## config.mk

```make
export PLATFORM = sky130hd
export DESIGN_NAME = rx_host_port
export DESIGN_NICKNAME = d
export VERILOG_FILES = /design/src/design/rx_buffer_pkg.sv /design/src/design/rx_host_port.sv
export VERILOG_INCLUDE_DIRS = /design/src /design/src/include
export SDC_FILE = /design/constraint.sdc
export NUM_CORES = 1
export LEC_CHECK = 0
export ABC_AREA = 1
export BUFFER_PORTS_ARGS = -buffer_cell sky130_fd_sc_hd__buf_4
export CORE_UTILIZATION = 40
export CTS_CLUSTER_SIZE = 10
export DETAILED_ROUTE_END_ITERATION = 8
export GPL_TIMING_DRIVEN = 0
export MAX_ROUTING_LAYER = met4
export PLACE_DENSITY = 0.78
export SKIP_LAST_GASP = 1
export SYNTH_ARGS = -nofsm -noshare
export SYNTH_HDL_FRONTEND = slang
export SYNTH_SLANG_ARGS = --single-unit
```

## constraint.sdc

```tcl
create_clock -name adc_clk -period 1.11 [get_ports adc_clk]
set_input_delay 0.333 -clock adc_clk [delete_from_list [all_inputs] [get_ports adc_clk]]
set_output_delay 0.333 -clock adc_clk [all_outputs]
set_load 0.01 [all_outputs]
```

## src/include/rx_buffer_consts.svh

```systemverilog
/*
 * sizing constants for the shared rx sample buffer path
 * included by the package and by any module that needs a width or a count
 */
`ifndef RX_BUFFER_CONSTS_SVH
`define RX_BUFFER_CONSTS_SVH

// receiver channels interleaved into the buffer
`define RX_CHANS 4

`define RX_WORD_W 16			// buffer word width
`define RX_BUF_AW 13			// 8k words, reader may trail the writer by several blocks

`define RX_NSAMPS_W 7			// samples-per-block register width
`define RX_TICKS_W 48			// tick counter width, moved as three words

// i, q and iq3 per channel, and also the number of tick words
`define RX_WORDS_PER_CHAN 3

`endif

```

## src/design/rx_buffer_pkg.sv

```systemverilog
/*
 * shared types of the rx sample buffer path
 * referenced by scoped name from every block and from the testbench
 */
`include "rx_buffer_consts.svh"

package rx_buffer_pkg;

	typedef logic [`RX_WORD_W-1:0] rx_word_t;			// one buffer word
	typedef logic [`RX_BUF_AW-1:0] rx_addr_t;			// buffer address, wraps
	typedef logic [`RX_NSAMPS_W-1:0] rx_nsamps_t;		// sample sets per block
	typedef logic [`RX_TICKS_W-1:0] rx_ticks_t;			// timestamp
	typedef logic [$clog2(`RX_CHANS+1)-1:0] rx_chan_t;	// wide enough to hold RX_CHANS itself

	// one channel's sample set, i in the top bits
	typedef struct packed {
		rx_word_t i;
		rx_word_t q;
		rx_word_t iq3;
	} rx_sample_t;

	typedef rx_sample_t [`RX_CHANS-1:0] rx_sample_vec_t;	// element 0 is channel 0

	// one-hot word kind within a channel
	// also picks the tick word: sel_i low, sel_q mid, sel_iq3 high
	typedef enum logic [2:0] {
		sel_i   = 3'b001,
		sel_q   = 3'b010,
		sel_iq3 = 3'b100
	} rx_word_sel_t;

	// write control, registered in the fsm and aligned with the write strobe
	typedef struct packed {
		logic wr;				// write one word, then advance the write address
		rx_chan_t chan;			// source channel when moving samples
		rx_word_sel_t word;		// sample word or tick word
		logic use_ts;			// write a tick word
		logic use_ctr;			// write the buffer count
	} rx_xfer_ctl_t;

	typedef enum logic [2:0] {xs_idle, xs_chan, xs_ticks, xs_ctr, xs_done} rx_xfer_state_t;

endpackage

```

## src/design/rx_host_port.sv

```systemverilog
/*
 * host side of the buffer: samples-per-block register, service request and
 * read data, returning a buffer word or the buffer count
 */
`timescale 1ns/1ps

module rx_host_port (
	input  logic                      adc_clk,
	input  logic                      reset_bufs_A,
	input  logic                      set_nsamps_i,
	input  rx_buffer_pkg::rx_nsamps_t host_data_i,
	input  logic                      get_rx_srq_i,		// poll service request
	input  logic                      get_rx_samp_i,	// read next buffer word
	input  logic                      get_buf_ctr_i,	// read buffer count
	input  logic                      inc_i,
	input  rx_buffer_pkg::rx_word_t   buf_word_i,
	input  rx_buffer_pkg::rx_word_t   buf_ctr_i,
	output rx_buffer_pkg::rx_nsamps_t nsamps_o,
	output logic                      buf_rd_o,
	output logic                      rx_rd_o,
	output rx_buffer_pkg::rx_word_t   rx_dout_o,
	output logic                      ser_o
);

	rx_buffer_pkg::rx_nsamps_t nsamps_q;
	rx_buffer_pkg::rx_word_t   ctr_q;		// count captured at the read strobe
	logic                      sel_ctr_q;	// last read was the count
	logic                      noted_q;
	logic                      ser_q;
	logic                      rd_q;

	// config register, kept across a buffer reset
	always_ff @(posedge adc_clk)
	begin
		if (set_nsamps_i)
			nsamps_q <= host_data_i;
		if (get_buf_ctr_i)
			ctr_q <= buf_ctr_i;
	end

	always_ff @(posedge adc_clk)
	begin
		if (reset_bufs_A)
		begin
			noted_q   <= 1'b0;
			ser_q     <= 1'b0;
			rd_q      <= 1'b0;
			sel_ctr_q <= 1'b0;
		end
		else
		begin
			if (get_rx_srq_i)
			begin
				ser_q   <= noted_q;
				noted_q <= inc_i;		// a block finishing right now is not lost
			end
			else
				noted_q <= noted_q | inc_i;
			rd_q <= get_rx_samp_i | get_buf_ctr_i;
			if (get_buf_ctr_i)
				sel_ctr_q <= 1'b1;
			else if (get_rx_samp_i)
				sel_ctr_q <= 1'b0;
		end
	end

	assign buf_rd_o  = get_rx_samp_i;		// buffer registers the word itself
	assign nsamps_o  = nsamps_q;
	assign rx_rd_o   = rd_q;
	assign ser_o     = ser_q;
	assign rx_dout_o = sel_ctr_q ? ctr_q : buf_word_i;

endmodule

```

==> Word level (Yosys, flattened, before mapping) <==
Cells that the tools add are included.
{ "word_totals": {"ff_bits": 27, "out_inout_bits": 26, "wordCells": 13, "inputBits": 46} }
{ "classes": {"mux": 4, "n_bitwise": 2, "reduce_logical": 1} }
{ "ops": {"columns": ["operator", "count"], "rows": [
  ["$mux 16", 1],
  ["$mux 1", 3],
  ["$or 1x1->1", 2],
  ["$reduce_bool 2->1", 1]
]} }

==> Longest topological paths before layout <==
{ "logic_depth": {"word_depth": 2, "ltp_mapped": 3, "ltp_nobuf": 3} }

==> Worst setup path before layout <==
OpenSTA, ideal clock, no wires.
{ "synth_timing": {"path_type": "flip-flop to output port", "start": "register sel_ctr_q", "end": "output rx_dout_o[10]", "arrival_time_ps": 773, "t_required_ps": 777, "path_buffers": 1, "setup_slack_ps": 4, "path_stages_with_launch": 3, "cell_sequence": "dfxtp_1 > buf_4 > o21ai_0"} }
{ "synth_between": {"elab_chain_cells": 1} }
{ "synth_lines": {"columns": ["element", "line_no", "text"], "rows": [
  ["start, declared", "rx_host_port.sv:27", "logic sel_ctr_q;"],
  ["start signal, assigned", "rx_host_port.sv:48", "sel_ctr_q <= 1'b0;"],
  ["start signal, assigned", "rx_host_port.sv:61", "sel_ctr_q <= 1'b1;"],
  ["start signal, assigned", "rx_host_port.sv:63", "sel_ctr_q <= 1'b0;"],
  ["$mux 16", "rx_host_port.sv:71", "assign rx_dout_o = sel_ctr_q ? ctr_q : buf_word_i;"],
  ["end, declared", "rx_host_port.sv:21", "output rx_buffer_pkg::rx_word_t rx_dout_o,"]
]} }
Every way passes these cells.

==> Worst setup path after layout <==
{ "layout_timing": {"start": "register sel_ctr_q", "end": "output rx_dout_o[15]"} }
The elaborated chain is that of the path after synthesis.

==> results.py <==
metrics = {
    "routing": {
        "vias": 921,
        "drt-pass1-iter-count": 4,
        "drtAntennaViolNets": 0,
        "drtIter0Drc": 1,
        "drc": 0,
        "wl_um": 2352,
        "wl_per_cell_um": 11.94,
        "vias_per_cell": 4.675,
    },
    "placement": {
        "place_congestion": 0.6112,
        "dpl_cell_area_um2": 1619,
        "io_buffers": 71,
        "dpl.hpwl_um": 1811,
    },
    "yosys": {
        "synth_nets": 137,
        "yosysWarnings": 0,
        "synthMuxAreaShare_pct": 0,
        "synth-simple-area-share_pct": 7.160,
        "synth_area_leader_cell": "edfxtp_1",
        "ys_ff_latch": 27,
        "ys_async_sr_fraction_pct": 0,
        "netlist_area_um2": 1049,
        "synth_cells": 91,
        "yosysMostFrequentCell": "edfxtp_1",
        "yosysSeqAreaShare_pct": 73.51,
        "synth_top_area_share_pct": 65.87,
        "synth-compound-area-share_pct": 9.547,
        "synth.distinct_cells": 8,
        "synth_top_family_by_area": "buffers and inverters",
        "ys.flop_type": "edfxtp_1",
        "synth-adder-area-share_pct": 0,
        "synth_edf_count": 23,
        "yosys-top-cells-count": "edfxtp_1, inv_1, nand2_1",
        "synth_xor_area_share_pct": 0,
        "synth_area_leaders": "edfxtp_1, dfxtp_1, o21ai_0, inv_1, nand2_1",
        "syn_area_per_cell_um2": 11.52,
    },
    "clock_network": {
        "ctsRootBufferMaster": "clkbuf_4",
        "clk_latency_ns": 0.31,
        "tritoncts": "yes",
        "cts_buffers": 3,
        "h-tree-depth": 1,
        "clock_path_buffers": 2,
        "path_clk_slew_ns": 0.14,
        "clock-sinks": 27,
    },
    "setup_path": {
        "crit_path_end_kind": "output pin",
        "required_ns": 0.78,
        "worst-setup-path-type": "reg2out",
        "critPathBufInv": 2,
        "cp_num_cells": 3,
        "slowest_stage": "dfxtp_4",
        "crit_chain": "buf_6 -> o21ai_1 -> buf_4",
        "cpPeakStageDelay_ns": 0.39,
        "worstPathMaxFanout": 10,
        "crit_path_start_kind": "register",
        "worstPathArrival_ns": 1.11,
        "crit_family": "flip-flops",
        "reg2reg_depth": 3,
    },
    "timing": {
        "hold_ws_ns": 0.1838,
        "worstMarginPinSlew_ns": 0.2187,
        "setup_viol": 23,
        "fmax_ghz": 0.6938,
        "finalHoldViolations": 0,
        "grt_setup_unrepaired": "true",
        "slew_viol_final": 0,
        "slew_headroom_pct": 85.42,
        "final.min_clock_period_ns": 1.441,
        "finalCritPeriodShare_pct": 129.9,
        "finClkSkew_ns": 0.00003844,
        "fin_ws_ns": -0.3314,
    },
    "worst_hold_path": {
        "holdPathStages": 1,
        "hp-class": "in2reg",
    },
    "power_and_ir_drop": {
        "ir_drop_mv": 1.074,
        "p_leak_nw": 0.8339,
        "p_per_area_nw_per_um2": 1176,
    },
    "layout": {
        "area_growth_pct": 66.35,
        "fillers": 183,
        "nets": 214,
        "layout.area.seq_um2": 777.0,
        "antenna_cells": 0,
        "drive_gt1_share_pct": 54.49,
        "multi_input_area_um2": 203.9,
        "fin_area_um2": 1744,
    },
    "grt": {
        "grt_max_degree": 18,
        "antenna_found_initial": 0,
        "grt.total_usage_pct": 17.11,
        "gr-total-overflow": 0,
        "first_global_vias": 868,
        "grt_pass1_wl_um": 3222,
    },
    "floorplanning": {
        "core.rowCount": 18,
        "core_um2": 2477,
        "die_area_um2": 2830,
        "num_io_pins": 72,
        "die_x_um": 53.20,
        "start_util_pct": 42.32,
        "fp.dieH_um": 53.20,
    },
    "status": {
        "violations": "setup timing",
        "status": "complete, but fails checks",
    },
    "job": {
        "max-cap-violations": 0,
    },
}
==> metal layers <==
metal	vias to the layer above	routed length (um)	global-route usage [%]	share of wire, %
met1	431	787	13.70	33
met5	-	0	-	0
li1	447	-	-	-
met4	0	17	9.211	0.72
met2	41	1371	35.00	58
met3	2	177	2.874	7.5
==> cells in the final DEF, fill, tap and decap left out <==
| cell type | n |
|---|---|
| o21ai_2 | 7 |
| buf_6 | 10 |
| clkinv_2 | 1 |
| o21ai_1 | 9 |
| dfxtp_1 | 1 |
| dfxtp_2 | 2 |
| nand2_1 | 19 |
| a21oi_1 | 4 |
| buf_4 | 64 |
| inv_1 | 20 |
| clkbuf_4 | 3 |
| edfxtp_1 | 23 |
| buf_8 | 2 |
| nand2_2 | 1 |
| dfxtp_4 | 1 |
==> power breakdown <==
group | leakage [nW] | switching [mW] | internal (mW)
Clock | 0.0177 | 0.264 | 0.135
Combinational | 0.557 | 0.176 | 0.265
Sequential | 0.260 | 0.0291 | 1.18
==> repair_timing <==
action,CTS,global route
setup buffers,1,0
setup endpoints to repair,25,25
resized for setup,38,5
hold buffers,0,0
hold endpoints to repair,0,0
pin swaps,0,1
==> sequential cells by signal, summed over array words and instances, names as in the netlist <==
name,cells
ctr_q,16
rx_rd_o,1
nsamps_o,7
sel_ctr_q,1
ser_o,1
noted_q,1
==> cells by family after synthesis <==
logic type,after synthesis
simple gates,20
buf+inv,24
flops,27
compound gates,20
==> path summary, 6_finish.rpt <==
check	slack (ns)	from	to
min	0.18	buf_ctr_i[7]	ctr_q[7]$_DFFE_PP_
max reg2reg	0.37	sel_ctr_q$_SDFFE_PP0P_	sel_ctr_q$_SDFFE_PP0P_
max	-0.33	sel_ctr_q$_SDFFE_PP0P_	rx_dout_o[15]
min reg2reg	0.46	noted_q$_SDFF_PP0_	ser_o$_SDFFE_PP0P_
==> layout make-up <==
type	count	share of cell area [%]
Clock inverter	1	0.2869
Timing Repair Buffer	72	32.93
Inverter	20	4.304
Multi-Input combinational cell	40	11.69
Buffer	4	2.798
Tap cell	30	2.152
Sequential cell	27	44.55
Clock buffer	3	1.291
==> stage by stage <==
step	setup WS [ns]	util [%]	std cells	power [mW]	setup TNS [ns]
3_3_place_gp	-0.09392	65.35	192	1.606	-1.226
5_1_grt	-0.3966	70.40	197	2.140	-7.046
4_1_cts	-0.3417	69.65	197	2.065	-6.032
6_report	-0.3314	70.40	197	2.052	-5.693
2_1_floorplan	0.003794	-	91	1.343	0
3_5_place_dp	-0.1158	65.35	192	1.621	-1.555
Power figures use the tool's default switching activity.
