**config.mk**
```make
export PLATFORM = sky130hd
export DESIGN_NAME = rx_xfer_fsm
export DESIGN_NICKNAME = d
export VERILOG_FILES = /design/src/design/rx_buffer_pkg.sv /design/src/design/rx_xfer_fsm.sv
export VERILOG_INCLUDE_DIRS = /design/src /design/src/include
export SDC_FILE = /design/constraint.sdc
export NUM_CORES = 1
export LEC_CHECK = 0
export ABC_CLOCK_PERIOD_IN_PS = 4500
export BUFFER_PORTS_ARGS = -buffer_cell sky130_fd_sc_hd__buf_2
export CORE_MARGIN = 1.5
export CORE_UTILIZATION = 45
export CTS_CLUSTER_SIZE = 12
export DETAILED_ROUTE_END_ITERATION = 10
export PLACE_DENSITY = 0.66
export SLEW_MARGIN = 20
export SYNTH_ARGS = -nofsm -noshare
export SYNTH_HDL_FRONTEND = slang
export SYNTH_SLANG_ARGS = --single-unit
```
**constraint.sdc**
```tcl
create_clock -name adc_clk -period 4.5 [get_ports adc_clk]
set_input_delay 1.125 -clock adc_clk [delete_from_list [all_inputs] [get_ports adc_clk]]
set_output_delay 1.125 -clock adc_clk [all_outputs]
set_load 0.03 [all_outputs]
```
**src/include/rx_buffer_consts.svh**
```systemverilog
/*
 * sizing constants for the shared rx sample buffer path
 * included by the package and by any module that needs a width or a count
 */
`ifndef RX_BUFFER_CONSTS_SVH
`define RX_BUFFER_CONSTS_SVH

// receiver channels interleaved into the buffer
`define RX_CHANS 4

`define RX_WORD_W 16			// buffer word width
`define RX_BUF_AW 13			// 8k words, reader may trail the writer by several blocks

`define RX_NSAMPS_W 7			// samples-per-block register width
`define RX_TICKS_W 48			// tick counter width, moved as three words

// i, q and iq3 per channel, and also the number of tick words
`define RX_WORDS_PER_CHAN 3

`endif

```
**src/design/rx_buffer_pkg.sv**
```systemverilog
/*
 * shared types of the rx sample buffer path
 * referenced by scoped name from every block and from the testbench
 */
`include "rx_buffer_consts.svh"

package rx_buffer_pkg;

	typedef logic [`RX_WORD_W-1:0] rx_word_t;			// one buffer word
	typedef logic [`RX_BUF_AW-1:0] rx_addr_t;			// buffer address, wraps
	typedef logic [`RX_NSAMPS_W-1:0] rx_nsamps_t;		// sample sets per block
	typedef logic [`RX_TICKS_W-1:0] rx_ticks_t;			// timestamp
	typedef logic [$clog2(`RX_CHANS+1)-1:0] rx_chan_t;	// wide enough to hold RX_CHANS itself

	// one channel's sample set, i in the top bits
	typedef struct packed {
		rx_word_t i;
		rx_word_t q;
		rx_word_t iq3;
	} rx_sample_t;

	typedef rx_sample_t [`RX_CHANS-1:0] rx_sample_vec_t;	// element 0 is channel 0

	// one-hot word kind within a channel
	// also picks the tick word: sel_i low, sel_q mid, sel_iq3 high
	typedef enum logic [2:0] {
		sel_i   = 3'b001,
		sel_q   = 3'b010,
		sel_iq3 = 3'b100
	} rx_word_sel_t;

	// write control, registered in the fsm and aligned with the write strobe
	typedef struct packed {
		logic wr;				// write one word, then advance the write address
		rx_chan_t chan;			// source channel when moving samples
		rx_word_sel_t word;		// sample word or tick word
		logic use_ts;			// write a tick word
		logic use_ctr;			// write the buffer count
	} rx_xfer_ctl_t;

	typedef enum logic [2:0] {xs_idle, xs_chan, xs_ticks, xs_ctr, xs_done} rx_xfer_state_t;

endpackage

```
**src/design/rx_xfer_fsm.sv**
```systemverilog
/*
 * sequences the interleaved buffer writes of each sample set and closes a block
 * with three tick words, the buffer count word and a one-cycle inc pulse
 */
`timescale 1ns/1ps
`include "rx_buffer_consts.svh"

module rx_xfer_fsm (
	input  logic                       adc_clk,
	input  logic                       reset_bufs_A,
	input  logic                       rx_avail_i,		// one pulse per sample set
	input  rx_buffer_pkg::rx_nsamps_t  nsamps_i,		// sample sets per block
	output rx_buffer_pkg::rx_xfer_ctl_t xfer_ctl_o,
	output logic                       inc_o			// block finished
);

	// no write, all selects at rest
	localparam rx_buffer_pkg::rx_xfer_ctl_t CTL_IDLE = '{
		wr:      1'b0,
		chan:    '0,
		word:    rx_buffer_pkg::sel_i,
		use_ts:  1'b0,
		use_ctr: 1'b0
	};

	localparam rx_buffer_pkg::rx_chan_t LAST_CHAN = rx_buffer_pkg::rx_chan_t'(`RX_CHANS - 1);

	rx_buffer_pkg::rx_xfer_state_t state_q;
	rx_buffer_pkg::rx_nsamps_t     count_q;		// sample set within the block
	rx_buffer_pkg::rx_chan_t       chan_q;
	rx_buffer_pkg::rx_word_sel_t   word_q;		// word within channel, or tick word
	rx_buffer_pkg::rx_xfer_ctl_t   ctl_q;
	logic                          inc_q;
	logic                          last_samp;
	logic                          last_word;

	// i -> q -> iq3 -> i
	function automatic rx_buffer_pkg::rx_word_sel_t next_word(rx_buffer_pkg::rx_word_sel_t w);
		case (w)
			rx_buffer_pkg::sel_i: return rx_buffer_pkg::sel_q;
			rx_buffer_pkg::sel_q: return rx_buffer_pkg::sel_iq3;
			default:              return rx_buffer_pkg::sel_i;
		endcase
	endfunction

	assign last_samp = (count_q == rx_buffer_pkg::rx_nsamps_t'(nsamps_i - 1'b1));
	assign last_word = (word_q == rx_buffer_pkg::sel_iq3);

	//////////////////////
	// transfer sequencer
	//////////////////////

	always_ff @(posedge adc_clk)
	begin
		if (reset_bufs_A)
		begin
			state_q <= rx_buffer_pkg::xs_idle;
			count_q <= '0;
			chan_q  <= '0;
			word_q  <= rx_buffer_pkg::sel_i;
			ctl_q   <= CTL_IDLE;
			inc_q   <= 1'b0;
		end
		else
		begin
			ctl_q <= CTL_IDLE;		// writes only where a state asks for one
			inc_q <= 1'b0;
			case (state_q)
				rx_buffer_pkg::xs_idle:
				begin
					chan_q <= '0;
					word_q <= rx_buffer_pkg::sel_i;
					if (rx_avail_i)
						state_q <= rx_buffer_pkg::xs_chan;	// first write lands one cycle later
				end

				// 12 back to back channel words
				rx_buffer_pkg::xs_chan:
				begin
					ctl_q <= '{wr: 1'b1, chan: chan_q, word: word_q, use_ts: 1'b0, use_ctr: 1'b0};
					word_q <= next_word(word_q);
					if (last_word)
					begin
						if (chan_q == LAST_CHAN)
						begin
							chan_q <= '0;
							if (last_samp)
							begin
								count_q <= '0;
								state_q <= rx_buffer_pkg::xs_ticks;		// no gap before the ticks
							end
							else
							begin
								count_q <= count_q + 1'b1;
								state_q <= rx_buffer_pkg::xs_idle;		// wait for next sample set
							end
						end
						else
							chan_q <= chan_q + 1'b1;
					end
				end

				// ticks latched at the last avail, low word first
				rx_buffer_pkg::xs_ticks:
				begin
					ctl_q <= '{wr: 1'b1, chan: '0, word: word_q, use_ts: 1'b1, use_ctr: 1'b0};
					word_q <= next_word(word_q);
					if (last_word)
						state_q <= rx_buffer_pkg::xs_ctr;
				end

				rx_buffer_pkg::xs_ctr:
				begin
					ctl_q <= '{wr: 1'b1, chan: '0, word: rx_buffer_pkg::sel_i, use_ts: 1'b0,
						use_ctr: 1'b1};		// count before its increment
					state_q <= rx_buffer_pkg::xs_done;
				end

				// ctr word is being written this cycle, inc follows it
				rx_buffer_pkg::xs_done:
				begin
					inc_q   <= 1'b1;
					state_q <= rx_buffer_pkg::xs_idle;
				end

				default: state_q <= rx_buffer_pkg::xs_idle;
			endcase
		end
	end

	assign xfer_ctl_o = ctl_q;
	assign inc_o      = inc_q;

endmodule

```
# [Word level (Yosys, flattened, before mapping)]
# Index checks and enable logic that the tools add are counted.
# Widths: inputs -> output; s select.
[word_totals] reg_bits=26 latchBits=0 mem_bits_rw=0 romBits=0 elab_cells=47 mem_count=0
[classes] addsub=3 n_mul=0 n_div=0 n_lt_le_gt_ge=0 n_eq_ne=13 n_shift=0 mux=14 n_bitwise=0 n_reduce_logical=7
[op_table] cell="$pmux 9 s3" count=1
[op_table] cell="$mux 3" count=6
[op_table] cell="$pmux 3 s2" count=3
[op_table] cell="$eq 3x2->1 const B" count=4
[op_table] cell="$pmux 3 s4" count=1
[op_table] cell="$ne 2x2->1 const B" count=4
[op_table] cell="$add 7x1->7 const B" count=1
[op_table] cell="$eq 7x7->1" count=1
[op_table] cell="$mux 7" count=1
[op_table] cell="$sub 7x1->7 const B" count=1
[op_table] cell="$eq 3x1->1 const B" count=2
[op_table] cell="$eq 3x3->1 const B" count=2
[op_table] cell="$reduce_and 4->1" count=1
[op_table] cell="$reduce_bool 2->1" count=2
[op_table] cell="$add 3x1->3 const B" count=1
[op_table] cell="$logic_not 3->1" count=1
[op_table] cell="$reduce_and 3->1" count=1
[op_table] cell="$mux 2" count=1
[op_table] cell="$reduce_and 2->1" count=1
[op_table] cell="$reduce_or 2->1" count=1
[op_table] cell="$mux 1" count=1

# [Logic depth before layout (Yosys ltp)]
[depth] word_depth=6 ltp_mapped=7

# [Least setup slack after synthesis]
# OpenSTA, ideal clock, no wires.
[synth_timing] path_type="input -> register" from="input port nsamps_i[0]" to="register count_q[2]" setup_ns=0.134 t_arrival_ns=2.404 path_slack_ns=1.961 stages=6 n_path_buf=0 cell_sequence="inv_1 -> ha_1 -> nand2_1 -> or4_4 -> a2111oi_4 -> nor4_1"
[synth_between] elab_chain_cells=3
[synth_lines] item="start: declaration" line="rx_xfer_fsm.sv:12" source="input rx_buffer_pkg::rx_nsamps_t nsamps_i,"
[synth_lines] item="$sub 7x1->7" line="rx_xfer_fsm.sv:46" source="assign last_samp = (count_q == rx_buffer_pkg::rx_nsamps_t'(nsamps_i - 1'b1));"
[synth_lines] item="$eq 7x7->1" line="rx_xfer_fsm.sv:46"
[synth_lines] item="$mux 7" line="rx_xfer_fsm.sv:87" source="if (last_samp)"
[synth_lines] item="end signal: assignment" line="rx_xfer_fsm.sv:94" source="count_q <= count_q + 1'b1;"
[synth_lines] item="end: declaration" line="rx_xfer_fsm.sv:29" source="rx_buffer_pkg::rx_nsamps_t count_q;"
# No other way between the ends.
# A chain may end at the register's enable or synchronous reset.

# [Worst setup path after layout]
[layout_timing] from="input port nsamps_i[0]" to="register count_q[3]"
# Same word-level chain as after synthesis.

==> metrics.md <==
| Metric | Value |
|---|---|
| Outcome | finished, final reports clean |
| Leakage power | 0.603 nW |
| Std cell rows | 19 |
| Io pins | 20 |
| Most frequent cell after synthesis | dfxtp_1 |
| Pwr/cell area | 296 nW/um^2 |
| Worst EP required | 4.70 ns |
| Drt drc | 0 |
| Worst-Margin Slew | 0.528 ns |
| Die Wd | 56.9 microns |
| CTS Buf Count | 3 |
| Depth of the CTS H-tree | 1 |
| Fin. Hold Viols | 0 |
| Syn Std Cell Area | 1310 sq um |
| Slew headroom | 64.7% |
| Post-synth top cells | dfxtp_1 (26), nor2_1 (15), and3_1 (12) |
| Crit path DAT | 2.67 ns |
| Vias/cell | 5.64 |
| Die area | 3240 sq um |
| Leading area contributor after synthesis | dfxtp_1 |
| Final min period | 2.47 ns |
| CTS sink count | 26 |
| Initial antenna violation count | 0 |
| Reg2reg end | count_q[3] |
| Unique masters post-synth | 39 |
| Fillers | 277 |
| FF-to-FF setup slack | 2.54 ns |
| Via count | 1094 |
| Dpl cells | 190 |
| Dpl hpwl | 1.85 mm |
| Biggest fanout along the worst timing path | 6 |
| Final wirelength | 2.53 mm |
| Final Util | 53.1% |
| Clock Tree Root | clkbuf_4 |
| Top post-synthesis cells by area | dfxtp_1 (40%), and3_1 (5.7%), nor2_1 (4.3%) |
| Finished Cell Area | 1460 sq um |
| Hold Path Depth | 2 |
| CP endpoint | count_q[3] |
| Starting Density | 47.4% |
| IO Port Bufs | 19 |
| Total grt overflow | 0 |
| Placeable Area | 2760 sq um |
| Cells after synthesis | 147 |
| Vias in the first global route | 1038 |
| Syn avg cell area | 8.89 sq um |
| GRT Total Usage | 16.8% |
| Reg-to-reg startpoint | word_q[2] |
| 1st-pass router iterations | 4 |
| Final net count | 177 |
| Number of flops mapped to enable cells by yosys | 0 |
| WL/cell | 13.0 microns |
| Worst IR Drop VDD | 0.307 mV |
| Ys Warns | 0 |
| Largest net degree at the start of global routing | 19 |
| Slew Viols, Final | 0 |
| Share of the synthesized area in the top cell type | 39.8% |
| P&R area growth vs syn | 12.0% |
| Chip height | 56.9 microns |
| Critical Path Source Type | input port |
| Worst Setup SP | nsamps_i[0] |
| Antenna Nets Post-Route | 0 |
| Endpoints failing setup | 0 |
| Hold Crit Start | chan_q[1] |
| Top_reg_cell synth | dfxtp_1 |
| Ant diodes | 0 |
| CTS tree | built |
| Layout cells sized above 1 | 19.0% |
| PostCTS Resize Cnt | 0 |
| Max-cap violations | 0 |
| Postcts setup bufs | 0 |
| Final non-filler cell total | 194 |
| Worst Path Class, Setup | in2reg |
| Setup TNS Final | 0 ns |
| Hold-fix buffers, CTS | 0 |
| Placed Instance Area | 1410 sq um |
| Seq cells post-synth | 26 |
| Ys async rst share | 0% |
| First DRT Iteration DRCs | 22 |
| Worst-path clk slew | 0.14 ns |
| Final Skew | 0.00895 ns |
| Unrepaired setup endpoints after global routing | no |
| Reg2Reg Depth | 5 |
| Hold WC Path Type | reg2reg |
| RePlAce Congestion | 0.801 |
| Post-synthesis sequential area ratio | 39.8% |
| Maximum clock rate | 405 MHz |
| Worst-case clock buffer depth | 2 |
| Final period util | 54.9% |
| First-pass GRT wire length | 4.33 mm |
| CP Capture Type | flop |
| Clk_lat worst skew | 0.32 ns |
| Synthesized Nets | 160 |
## worst max-delay path: stages
cell,delay (ns)
buf_2,0.12
inv_1,0.06
ha_1,0.24
nand2_1,0.08
or4_4,0.45
a2111oi_4,0.48
nor4_1,0.12
## state kept, by name (all words and copies together), names as in the netlist
| name | count |
|---|---|
| chan_q | 3 |
| xfer_ctl_o | 9 |
| count_q | 7 |
| state_q | 3 |
| word_q | 3 |
| inc_o | 1 |
## through the flow
step                hold WS (ns)  power, mW  setup slack (ns)
floorplan                  0.458      0.269              1.96
global placement           0.484      0.279              1.73
detailed placement         0.513      0.280              1.70
CTS                        0.533      0.441              2.03
global route               0.547      0.454              1.95
finish                     0.523      0.433              2.03
## cells by family after synthesis
logic type,after synthesis,synth area share (%)
AND/OR/NAND/NOR,74,34.4
buffers and inverters,11,3.44
AO/OA/AOI/OAI,24,13.5
adder cells (fa/ha/maj),3,2.87
flip-flops,26,39.8
XOR/XNOR,9,6.03
## where the power goes
group | total [mW] | switching, mW | internal [mW]
logic | 0.0379 | 0.0224 | 0.0155
clock network | 0.158 | 0.0678 | 0.0901
registers | 0.237 | 0.00371 | 0.234
## how the worst min path moves through the flow
stage,end,slack [ns]
finish,chan_q[1],0.52
global route,chan_q[1],0.55
CTS,chan_q[0],0.53
detailed placement,chan_q[0],0.51
global placement,chan_q[1],0.48
floorplan,chan_q[1],0.46
## cell usage in the layout (no fill, tap or decap), drive strengths merged, types with 3 or more instances in the layout
cell type / n
clkbuf: 3
a21oi: 5
nand3b: 4
nor3b: 3
o21ai: 6
nor2: 15
nand3: 5
nand2b: 5
nor2b: 4
buf: 19
ha: 3
xnor2: 5
dfxtp: 26
and3: 13
nor4: 6
xor2: 4
inv: 4
nor3: 4
nand2: 6
## layout make-up
type | instances | area (sq um) | area share, %
clock buffer | 3 | 22.5 | 1.54
timing repair buffer | 19 | 95.1 | 6.50
inverter | 4 | 15.0 | 1.03
sequential | 26 | 520 | 35.6
multi-input combinational | 110 | 742 | 50.7
tap | 31 | 38.8 | 2.65
clock inverter | 1 | 30.0 | 2.05
## routing by layer
| metal | up-vias | global-route usage, % | routed length, microns |
|---|---|---|---|
| met5 | - | 0 | 0 |
| met4 | 0 | 5.32 | 18 |
| met3 | 2 | 4.84 | 69 |
| met2 | 11 | 29.2 | 1250 |
| met1 | 516 | 19.8 | 1200 |
| li1 | 565 | - | - |
Power figures use the tool's default switching activity.
