File: src/include/rx_buffer_consts.svh
/*
 * sizing constants for the shared rx sample buffer path
 * included by the package and by any module that needs a width or a count
 */
`ifndef RX_BUFFER_CONSTS_SVH
`define RX_BUFFER_CONSTS_SVH

// receiver channels interleaved into the buffer
`define RX_CHANS 4

`define RX_WORD_W 16			// buffer word width
`define RX_BUF_AW 13			// 8k words, reader may trail the writer by several blocks

`define RX_NSAMPS_W 7			// samples-per-block register width
`define RX_TICKS_W 48			// tick counter width, moved as three words

// i, q and iq3 per channel, and also the number of tick words
`define RX_WORDS_PER_CHAN 3

`endif

File: src/design/rx_buffer_pkg.sv
/*
 * shared types of the rx sample buffer path
 * referenced by scoped name from every block and from the testbench
 */
`include "rx_buffer_consts.svh"

package rx_buffer_pkg;

	typedef logic [`RX_WORD_W-1:0] rx_word_t;			// one buffer word
	typedef logic [`RX_BUF_AW-1:0] rx_addr_t;			// buffer address, wraps
	typedef logic [`RX_NSAMPS_W-1:0] rx_nsamps_t;		// sample sets per block
	typedef logic [`RX_TICKS_W-1:0] rx_ticks_t;			// timestamp
	typedef logic [$clog2(`RX_CHANS+1)-1:0] rx_chan_t;	// wide enough to hold RX_CHANS itself

	// one channel's sample set, i in the top bits
	typedef struct packed {
		rx_word_t i;
		rx_word_t q;
		rx_word_t iq3;
	} rx_sample_t;

	typedef rx_sample_t [`RX_CHANS-1:0] rx_sample_vec_t;	// element 0 is channel 0

	// one-hot word kind within a channel
	// also picks the tick word: sel_i low, sel_q mid, sel_iq3 high
	typedef enum logic [2:0] {
		sel_i   = 3'b001,
		sel_q   = 3'b010,
		sel_iq3 = 3'b100
	} rx_word_sel_t;

	// write control, registered in the fsm and aligned with the write strobe
	typedef struct packed {
		logic wr;				// write one word, then advance the write address
		rx_chan_t chan;			// source channel when moving samples
		rx_word_sel_t word;		// sample word or tick word
		logic use_ts;			// write a tick word
		logic use_ctr;			// write the buffer count
	} rx_xfer_ctl_t;

	typedef enum logic [2:0] {xs_idle, xs_chan, xs_ticks, xs_ctr, xs_done} rx_xfer_state_t;

endpackage

File: src/design/rx_word_mux.sv
/*
 * holds the channel samples and ticks of the current sample set and the buffer count,
 * and picks the word that the fsm is writing into the buffer
 */
`timescale 1ns/1ps
`include "rx_buffer_consts.svh"

module rx_word_mux (
	input  logic                        adc_clk,
	input  logic                        reset_bufs_A,
	input  logic                        rx_avail_i,
	input  rx_buffer_pkg::rx_sample_vec_t samples_i,
	input  rx_buffer_pkg::rx_ticks_t    ticks_i,
	input  rx_buffer_pkg::rx_xfer_ctl_t xfer_ctl_i,
	input  logic                        inc_i,
	output rx_buffer_pkg::rx_word_t     din_o,		// word to write
	output rx_buffer_pkg::rx_word_t     buf_ctr_o	// completed blocks
);

	rx_buffer_pkg::rx_sample_vec_t samples_q;
	logic [`RX_WORDS_PER_CHAN-1:0][`RX_WORD_W-1:0] ticks_q;	// [0] is the low word
	rx_buffer_pkg::rx_word_t       buf_ctr_q;
	rx_buffer_pkg::rx_sample_t     samp;
	rx_buffer_pkg::rx_word_t       chan_word;
	rx_buffer_pkg::rx_word_t       tick_word;

	// stays stable until the next avail, well after the last write of the set
	always_ff @(posedge adc_clk)
	begin
		if (rx_avail_i)
		begin
			samples_q <= samples_i;
			ticks_q   <= ticks_i;
		end
	end

	// buffer count, bumped once per finished block
	always_ff @(posedge adc_clk)
	begin
		if (reset_bufs_A)
			buf_ctr_q <= '0;
		else if (inc_i)
			buf_ctr_q <= buf_ctr_q + 1'b1;
	end

	//////////////////////
	// write data select
	//////////////////////

	always_comb
	begin
		samp      = samples_q[xfer_ctl_i.chan];
		chan_word = samp.i;
		tick_word = ticks_q[0];
		case (xfer_ctl_i.word)
			rx_buffer_pkg::sel_q:
			begin
				chan_word = samp.q;
				tick_word = ticks_q[1];		// mid
			end
			rx_buffer_pkg::sel_iq3:
			begin
				chan_word = samp.iq3;
				tick_word = ticks_q[2];		// high
			end
			default: ;		// i and low tick word
		endcase
	end

	assign din_o = xfer_ctl_i.use_ts ? tick_word :
		(xfer_ctl_i.use_ctr ? buf_ctr_q : chan_word);

	assign buf_ctr_o = buf_ctr_q;

endmodule

File: config.mk
export PLATFORM = sky130hd
export DESIGN_NAME = rx_word_mux
export DESIGN_NICKNAME = d
export VERILOG_FILES = /design/src/design/rx_buffer_pkg.sv /design/src/design/rx_word_mux.sv
export VERILOG_INCLUDE_DIRS = /design/src /design/src/include
export SDC_FILE = /design/constraint.sdc
export NUM_CORES = 1
export LEC_CHECK = 0
export BUFFER_PORTS_ARGS = -buffer_cell sky130_fd_sc_hd__buf_2
export CORE_MARGIN = 10
export CORE_UTILIZATION = 47
export CTS_CLUSTER_SIZE = 28
export DETAILED_ROUTE_END_ITERATION = 8
export GPL_TIMING_DRIVEN = 1
export PLACE_DENSITY = 0.83
export SYNTH_ARGS = -nofsm -noshare
export SYNTH_HDL_FRONTEND = slang
export SYNTH_SLANG_ARGS = --single-unit
File: constraint.sdc
create_clock -name adc_clk -period 1.33 [get_ports adc_clk]
set_clock_uncertainty 0.05 [all_clocks]
set_input_delay 0.0665 -clock adc_clk [delete_from_list [all_inputs] [get_ports adc_clk]]
set_output_delay 0.0665 -clock adc_clk [all_outputs]
set_load 0.005 [all_outputs]
Word level (Yosys, flattened, before mapping)
Cells that the tools add are included.
{ "word_totals": {"input_bits": 253, "wordCells": 26, "out_inout_bits": 32, "register_bits": 256} }
{ "op_classes": {"eq_ne": 2, "n_lt_le_gt_ge": 1, "muxes": 6, "addsub": 1} }
{ "op_table": {"columns": ["op", "count"], "rows": [
  ["$bmux 48 s2", 1],
  ["$pmux 16 s2", 2],
  ["$mux 48", 1],
  ["$mux 16", 2],
  ["$add 16x1->16 const B", 1],
  ["$eq 3x2->1 const B", 1],
  ["$eq 3x3->1 const B", 1],
  ["$lt 3x3->1 const B", 1]
]} }

Depth between registers and ports, before layout
Gate-level depths: netlist (run 1).
{ "depth": {"ltp_word": 5, "depth_mapped": 7, "ltp_nobuf": 5} }

Least setup slack after synthesis (run 1)
OpenSTA, ideal clock, no wires.
{ "synth_path": {"kind": "register to register", "startpoint": "register buf_ctr_q[2] (netlist: buf_ctr_o[2])", "endpoint": "register buf_ctr_q[15] (netlist: buf_ctr_o[15])", "path_slack_ns": -0.168, "setup_ns": 0.070, "path_stages_with_launch": 6, "path_buffers": 1, "required_time_ns": 1.210, "synth_period_minus_slack_ns": 1.498, "t_arrival_ns": 1.378, "cell_sequence": "dfxtp_1 > and4_1 > buf_2 > nand4_1 > or3_1 > a21oi_1"} }
{ "synth_via": {"elab_chain_cells": 1} }
{ "synth_rtl": {"columns": ["item", "line_no", "source"], "rows": [
  ["start, declared", "rx_word_mux.sv:22", "rx_buffer_pkg::rx_word_t buf_ctr_q;"],
  ["start signal, assigned", "rx_word_mux.sv:43", "buf_ctr_q <= buf_ctr_q + 1'b1;"],
  ["$add 16x1->16", "rx_word_mux.sv:43", null]
]} }
No other way between the ends.
A chain may end at the register's enable or synchronous reset.

Worst setup path after layout (run 1)
{ "layout_path": {"startpoint": "register samples_q[189] (netlist bit)", "endpoint": "output port din_o[13]"} }
{ "layout_via": {"elab_chain_cells": 5} }
{ "layout_rtl": {"columns": ["item", "line_no", "source"], "rows": [
  ["start, declared", "rx_word_mux.sv:20", "rx_buffer_pkg::rx_sample_vec_t samples_q;"],
  ["start signal, assigned", "rx_word_mux.sv:32", "samples_q <= samples_i;"],
  ["$bmux 48 s2", "rx_word_mux.sv:52", "samp = samples_q[xfer_ctl_i.chan];"],
  ["$mux 48 (not written as such)", "rx_word_mux.sv:52", null],
  ["$pmux 16 s2", "rx_word_mux.sv:55", "case (xfer_ctl_i.word)"],
  ["$mux 16", "rx_word_mux.sv:71", "(xfer_ctl_i.use_ctr ? buf_ctr_q : chan_word);"],
  ["$mux 16", "rx_word_mux.sv:70", "assign din_o = xfer_ctl_i.use_ts ? tick_word :"],
  ["end, declared", "rx_word_mux.sv:16", "output rx_buffer_pkg::rx_word_t din_o,"]
]} }
No other way between the ends. The select of a mux whose other input is x is not followed.

==> flow_metrics.tcl, run 1 <==
set metrics [dict create \
    status "finished with violations" \
    violations "negative setup slack" \
    start_util 0.481 \
    slew_headroom 0.664 \
    fin_nets 1426 \
    final_util 0.770 \
    synth_cell_types 34 \
    grt-ovfl-total 0 \
    grt_usage 0.260 \
    ios 285 \
    antenna_found_initial 7 \
    grt_setup_unrepaired "true" \
    timing.hold.ws_ns 0.183 \
    critPathArrivalTime_ns 2.15 \
    die_h_um 167 \
    clk-insertion-delay-late_ns 0.52 \
    tightestPinTransition_ns 0.498 \
    clock_sinks 256 \
    grt_max_degree 39 \
    final_common_cell "buf_2" \
    final_cells 1474 \
    crit_type "flip-flop to output port" \
    cp_max_fo 1 \
    ys_seq_elements 256 \
    cts_made_buffers 26 \
    peakVddDrop_mv 1.23 \
    cts-root-buf "clkbuf_16" \
    wl_um 37800 \
    synth_area_per_cell_um2 17.9 \
    synth-edff-count 240 \
    critPathCaptureType "output port" \
    drc 0 \
    htree_levels 1 \
    dp.cells 1173 \
    row_count 53 \
    final_cell_mix "buf_2 (279), dlygate4sd3_1 (243), edfxtp_1 (240)" \
    fin_crit_ns 2.26 \
    synth_nets 820 \
    period_share 1.70 \
    num_vias 8111 \
    setup_slack_ns -0.933 \
    hpwlAfterDp_um 22400 \
    hold_path.class "primary input to flip-flop" \
    cp.required_ns 1.21 \
    syn_to_final_growth_pct 60.2 \
    finalHoldViolations 0 \
    cts_max_path_buffers 3 \
    gp_congestion 0.832 \
    drv_slew 0 \
    synthArstFlopShare 0 \
    grt_pass1_wl_um 55600 \
    synthCells 566 \
    clk_pin_slew_ns 0.07 \
    dp_slack_ns -0.591 \
    synth_area_mm2 0.0101 \
    dieArea_mm2 0.0278 \
    ys_warn_count 0 \
    coreArea_mm2 0.0211 \
    p_leak_nw 6.49 \
    synth_flop_cell "edfxtp_1" \
    powerDensity_mw_per_mm2 1230 \
    cts_tree "yes" \
    drv_cap 0 \
    drt_first_pass_iters 5 \
    synth_seq_area_share 0.743 \
    setup.worst_path.start_class "flip-flop" \
    drive_gt1_frac 0.422 \
    initialDrtViolationCount 752 \
    io_buffers 282 \
    grt_pass1_vias 9122 \
    ant_nets 0 \
    die_w_um 167 \
    wire_per_inst_um 25.6 \
    setup_viol 28 \
    vias_per_cell 5.50 \
    max_freq_mhz 442 \
]
[metal layers]
| metal | routed length (um) | track usage | vias to the layer above |
|---|---|---|---|
| li1 | - | - | 3543 |
| met1 | 12800 | 0.279 | 3952 |
| met2 | 20400 | 0.474 | 497 |
| met3 | 2690 | 0.0565 | 119 |
| met4 | 1890 | 0.127 | 0 |
| met5 | 0 | 0 | - |
[flip-flops by register name, indices dropped and copies added, names as in the netlist]
name       cells
ticks_q       48
buf_ctr_o     16
samples_q    192
[worst paths after layout]
path / start / end / slack (ns) / cells past startpoint
min: samples_i[176] / samples_q[176]$_DFFE_PP_ / 0.18 / 2
max reg2reg: buf_ctr_o[1]$_SDFFE_PP0P_ / buf_ctr_o[15]$_SDFFE_PP0P_ / -0.30 / 6
min reg2reg: buf_ctr_o[13]$_SDFFE_PP0P_ / buf_ctr_o[13]$_SDFFE_PP0P_ / 0.52 / 2
max: samples_q[189]$_DFFE_PP_ / din_o[13] / -0.93 / 5
[synth_stat cells (all sizes together), types with 3 or more instances]
library cell	instances	area (um2)
edfxtp	240	7210
o22ai	16	100
nand2	3	11.3
buf	23	134
xnor2	5	43.8
nor2	16	60.1
nor3b	19	165
and3	3	18.8
mux2i	49	490
mux2	18	203
mux4	16	360
a21oi	18	90.1
nand4	5	31.3
clkbuf	14	52.6
dfxtp	16	320
o21ai	34	170
a221oi	32	368
a22o	16	140
nand3	5	25.0
xor2	6	52.6
[cell families (layout without fill, tap and decap cells)]
| group | Yosys count | in the layout | synth area share |
|---|---|---|---|
| xor+xnor | 11 | 11 | 0.00951 |
| simple gates | 62 | 62 | 0.0384 |
| compound gates | 116 | 116 | 0.0857 |
| other cells | 0 | 7 | 0 |
| mux | 83 | 83 | 0.104 |
| buf+inv | 37 | 663 | 0.0184 |
| fa+ha+maj | 1 | 1 | 0.00123 |
| flops | 256 | 256 | 0.743 |
[stage by stage]
step | power [mW] | area (um2) | setup TNS, ns
after global routing | 20.5 | 16200 | -16.76
after floorplan | 10.5 | 10200 | -0.128
after global placement | 11.6 | 12700 | -8.20
final | 19.9 | 16200 | -14.81
after CTS | 19.7 | 16100 | -13.55
after detailed placement | 11.6 | 12700 | -8.61
[critical path: stages, from the launching register on]
cell	delay, ns
edfxtp_1	0.38
mux4_2	0.54
a221oi_4	0.34
buf_6	0.15
a221oi_2	0.05
buf_2	0.14
[report_power, final]
part / internal [mW] / switching (mW) / leakage, nW / total (mW)
combinational: 1.41 / 1.13 / 3.59 / 2.54
sequential: 9.48 / 0.233 / 2.48 / 9.71
clock: 4.39 / 3.24 / 0.414 / 7.63
total: 15.3 / 4.60 / 6.49 / 19.9
[layout make-up]
cell class	count	area (um2)
Sequential cell	256	7540
Fill cell	1145	4850
Timing Repair Buffer	615	4760
Multi-Input combinational cell	273	2690
Clock buffer	27	654
Tap cell	275	344
Clock inverter	21	234
Antenna cell	7	17.5
[repair_timing]
action,in CTS,in global routing
setup buffers,2,3
pin swaps,35,11
cloned,0,0
resized for setup,16,20
hold endpoints to repair,273,0
hold buffers,243,0
endpoints found under the setup margin,21,29
(Power assumes the default switching activity.)
==> run 2, diff against run 1 <==
--- a/config.mk
+++ b/config.mk
@@ -6,9 +6,10 @@
 export SDC_FILE = /design/constraint.sdc
 export NUM_CORES = 1
 export LEC_CHECK = 0
+export ABC_AREA = 1
 export BUFFER_PORTS_ARGS = -buffer_cell sky130_fd_sc_hd__buf_2
 export CORE_MARGIN = 10
-export CORE_UTILIZATION = 47
+export CORE_UTILIZATION = 48
 export CTS_CLUSTER_SIZE = 28
 export DETAILED_ROUTE_END_ITERATION = 8
 export GPL_TIMING_DRIVEN = 1
==> flow_metrics.tcl, run 2 <==
set metrics [dict create \
    synthArstFlopShare 0 \
    clock_sinks 256 \
    synthCells 1091 \
    fin_nets 1919 \
    drive_gt1_frac 0.308 \
    grt_setup_unrepaired "true" \
    grt_max_degree 63 \
    vias_per_cell 5.31 \
    final_common_cell "nand2_1" \
    synth.most_common_cell "nand2_1" \
    gp_congestion 0.908 \
    dieArea_mm2 0.0295 \
    seqCellArea_mm2 0.00754 \
    io_buffers 282 \
    grt_usage 0.280 \
    drv_cap 0 \
    antenna_found_initial 7 \
    synth_flop_cell "edfxtp_1" \
    drc 0 \
    multi_input_area_mm2 0.00302 \
    synth_area_mm2 0.0110 \
    hpwlAfterDp_um 24600 \
    drt_first_pass_iters 6 \
    ant_nets 0 \
    rr_startpoint "buf_ctr_o[0]$_SDFFE_PP0P_" \
    powerDensity_mw_per_mm2 1160 \
    start_util 0.487 \
    slew_headroom 0.588 \
    ios 285 \
    hold_path.class "primary input to flip-flop" \
    synth.area.top_cells "edfxtp_1 (65%), nand2_1 (13%), inv_1 (6.1%)" \
    clk-insertion-delay-late_ns 0.53 \
    synth_nets 1345 \
    cp.required_ns 1.21 \
    violations "negative setup slack" \
    peakVddDrop_mv 1.17 \
    drv_slew 0 \
    cts_tree "yes" \
    setup_viol 25 \
    timing.hold.ws_ns 0.200 \
    period_share 1.44 \
    coreArea_mm2 0.0226 \
    die_h_um 172 \
    status "finished with violations" \
    die_w_um 172 \
    wire_per_inst_um 21.9 \
    critPathCaptureType "output port" \
    crit_type "flip-flop to output port" \
    cts-root-buf "clkbuf_16" \
    row_count 55 \
    syn_to_final_growth_pct 53.8 \
    critPathArrivalTime_ns 1.80 \
    synth_area_per_cell_um2 10.1 \
    grt_pass1_vias 11079 \
    synth_cell_types 21 \
    grt-ovfl-total 0 \
    cp-startpoint "samples_q[139]$_DFFE_PP_" \
    wl_um 43300 \
    num_vias 10486 \
    worstHoldStart "ticks_i[13]" \
    synth_top_cell_area_share 0.653 \
    setup.worst_path.start_class "flip-flop" \
    synth_seq_area_share 0.682 \
    cts_made_buffers 27 \
    final_cell_mix "nand2_1 (323), buf_2 (277), dlygate4sd3_1 (243)" \
    ys_seq_elements 256 \
    tightestPinTransition_ns 0.618 \
    grt_pass1_wl_um 63000 \
    largest-register "samples_q" \
    clk_pin_slew_ns 0.06 \
    cts_max_path_buffers 3 \
    synth_area_leader_cell "edfxtp_1" \
    setup_slack_ns -0.583 \
    initialDrtViolationCount 1156 \
    largest_reg_flops 192 \
    p_leak_nw 7.80 \
    finalHoldViolations 0 \
    ys_warn_count 0 \
    finalSetupTns_ns -9.04 \
    cp_max_fo 1 \
    max_freq_mhz 523 \
    synth-edff-count 240 \
    n_fill_cell 1330 \
    fin_crit_ns 1.91 \
    synth_common_cells "nand2_1 (378), edfxtp_1 (240), inv_1 (180), nand3_1 (121), a21oi_1 (46)" \
    htree_levels 1 \
]
[run 2: cell count changes after synthesis, moves of 12 or more]
cell      before  now
a21oi_1       18   46
a221oi_1      18    0
a221oi_2      14    0
a22o_1        16    0
inv_1          0  180
mux2_2        18    0
mux2i_1       49    0
mux4_2        16    0
nand2_1        3  378
nand3_1        5  121
nor3b_1       17    0
o21ai_1       12    0
o22ai_1       16    0
[run 2: worst paths after layout]
| kind | end | slack, ns | cells after the start |
|---|---|---|---|
| max | din_o[11] | -0.58 | 9 |
| min | ticks_q[13]$_DFFE_PP_ | 0.20 | 2 |
| max reg2reg | buf_ctr_o[14]$_SDFFE_PP0P_ | -0.13 | 9 |
| min reg2reg | buf_ctr_o[12]$_SDFFE_PP0P_ | 0.47 | 2 |
[run 2: routing by layer]
layer / share of wire / track usage / up-vias / wire length [um]
met5: 0 / 0 / - / 0
met4: 0.071 / 0.180 / 0 / 3060
met3: 0.089 / 0.0552 / 194 / 3860
met2: 0.51 / 0.490 / 711 / 22200
met1: 0.33 / 0.305 / 4905 / 14200
li1: - / - / 4676 / -
[run 2: timing repair]
action	in CTS	in global routing
cloned	0	0
buffers inserted	6	2
hold endpoints to repair	256	0
pin swaps	28	35
gates resized for setup	61	92
hold buffers	243	0
setup endpoints to repair	20	28
[run 2: power by group]
| group | internal, mW | switching, mW |
|---|---|---|
| logic | 1.32 | 1.50 |
| registers | 9.48 | 0.229 |
| clock network | 4.07 | 3.09 |
[run 2: cell families after synthesis]
| logic type | after synthesis | synth area share |
|---|---|---|
| adders and majority gates | 1 | 0.00113 |
| DFF | 256 | 0.682 |
| and+or+nand+nor | 534 | 0.199 |
| buffers and inverters | 233 | 0.0876 |
| AOI/OAI and AO/OA | 67 | 0.0306 |
[run 2: cell type report]
| type | instances | area share |
|---|---|---|
| Sequential cell | 256 | 0.444 |
| Timing Repair Buffer | 591 | 0.267 |
| Multi-Input combinational cell | 602 | 0.178 |
| Inverter | 187 | 0.0415 |
| Clock buffer | 32 | 0.0409 |
| Tap cell | 285 | 0.0210 |
| Clock inverter | 12 | 0.00656 |
| Antenna cell | 10 | 0.00147 |
[run 2: stage by stage]
step / power, mW / utilization / instances / area, um2 / worst slack [ns]
after floorplan: 10.6 / - / 1091 / 11000 / 0.00285
after global routing: 20.3 / 0.749 / 1972 / 17000 / -0.688
after detailed placement: 11.7 / 0.580 / 1672 / 13100 / -0.202
after global placement: 11.6 / 0.580 / 1672 / 13100 / -0.226
final: 19.7 / 0.750 / 1975 / 17000 / -0.583
after CTS: 19.3 / 0.734 / 1965 / 16600 / -0.522
[run 2: critical path, cell delays in order (launching register included)]
cell and delay (ns):
edfxtp_1 0.38, inv_1 0.07, nand2_1 0.05, nand3_1 0.12
nand2_2 0.09, a21oi_2 0.16, nand2_2 0.10, nand2_2 0.07
nand2_1 0.08, buf_2 0.16
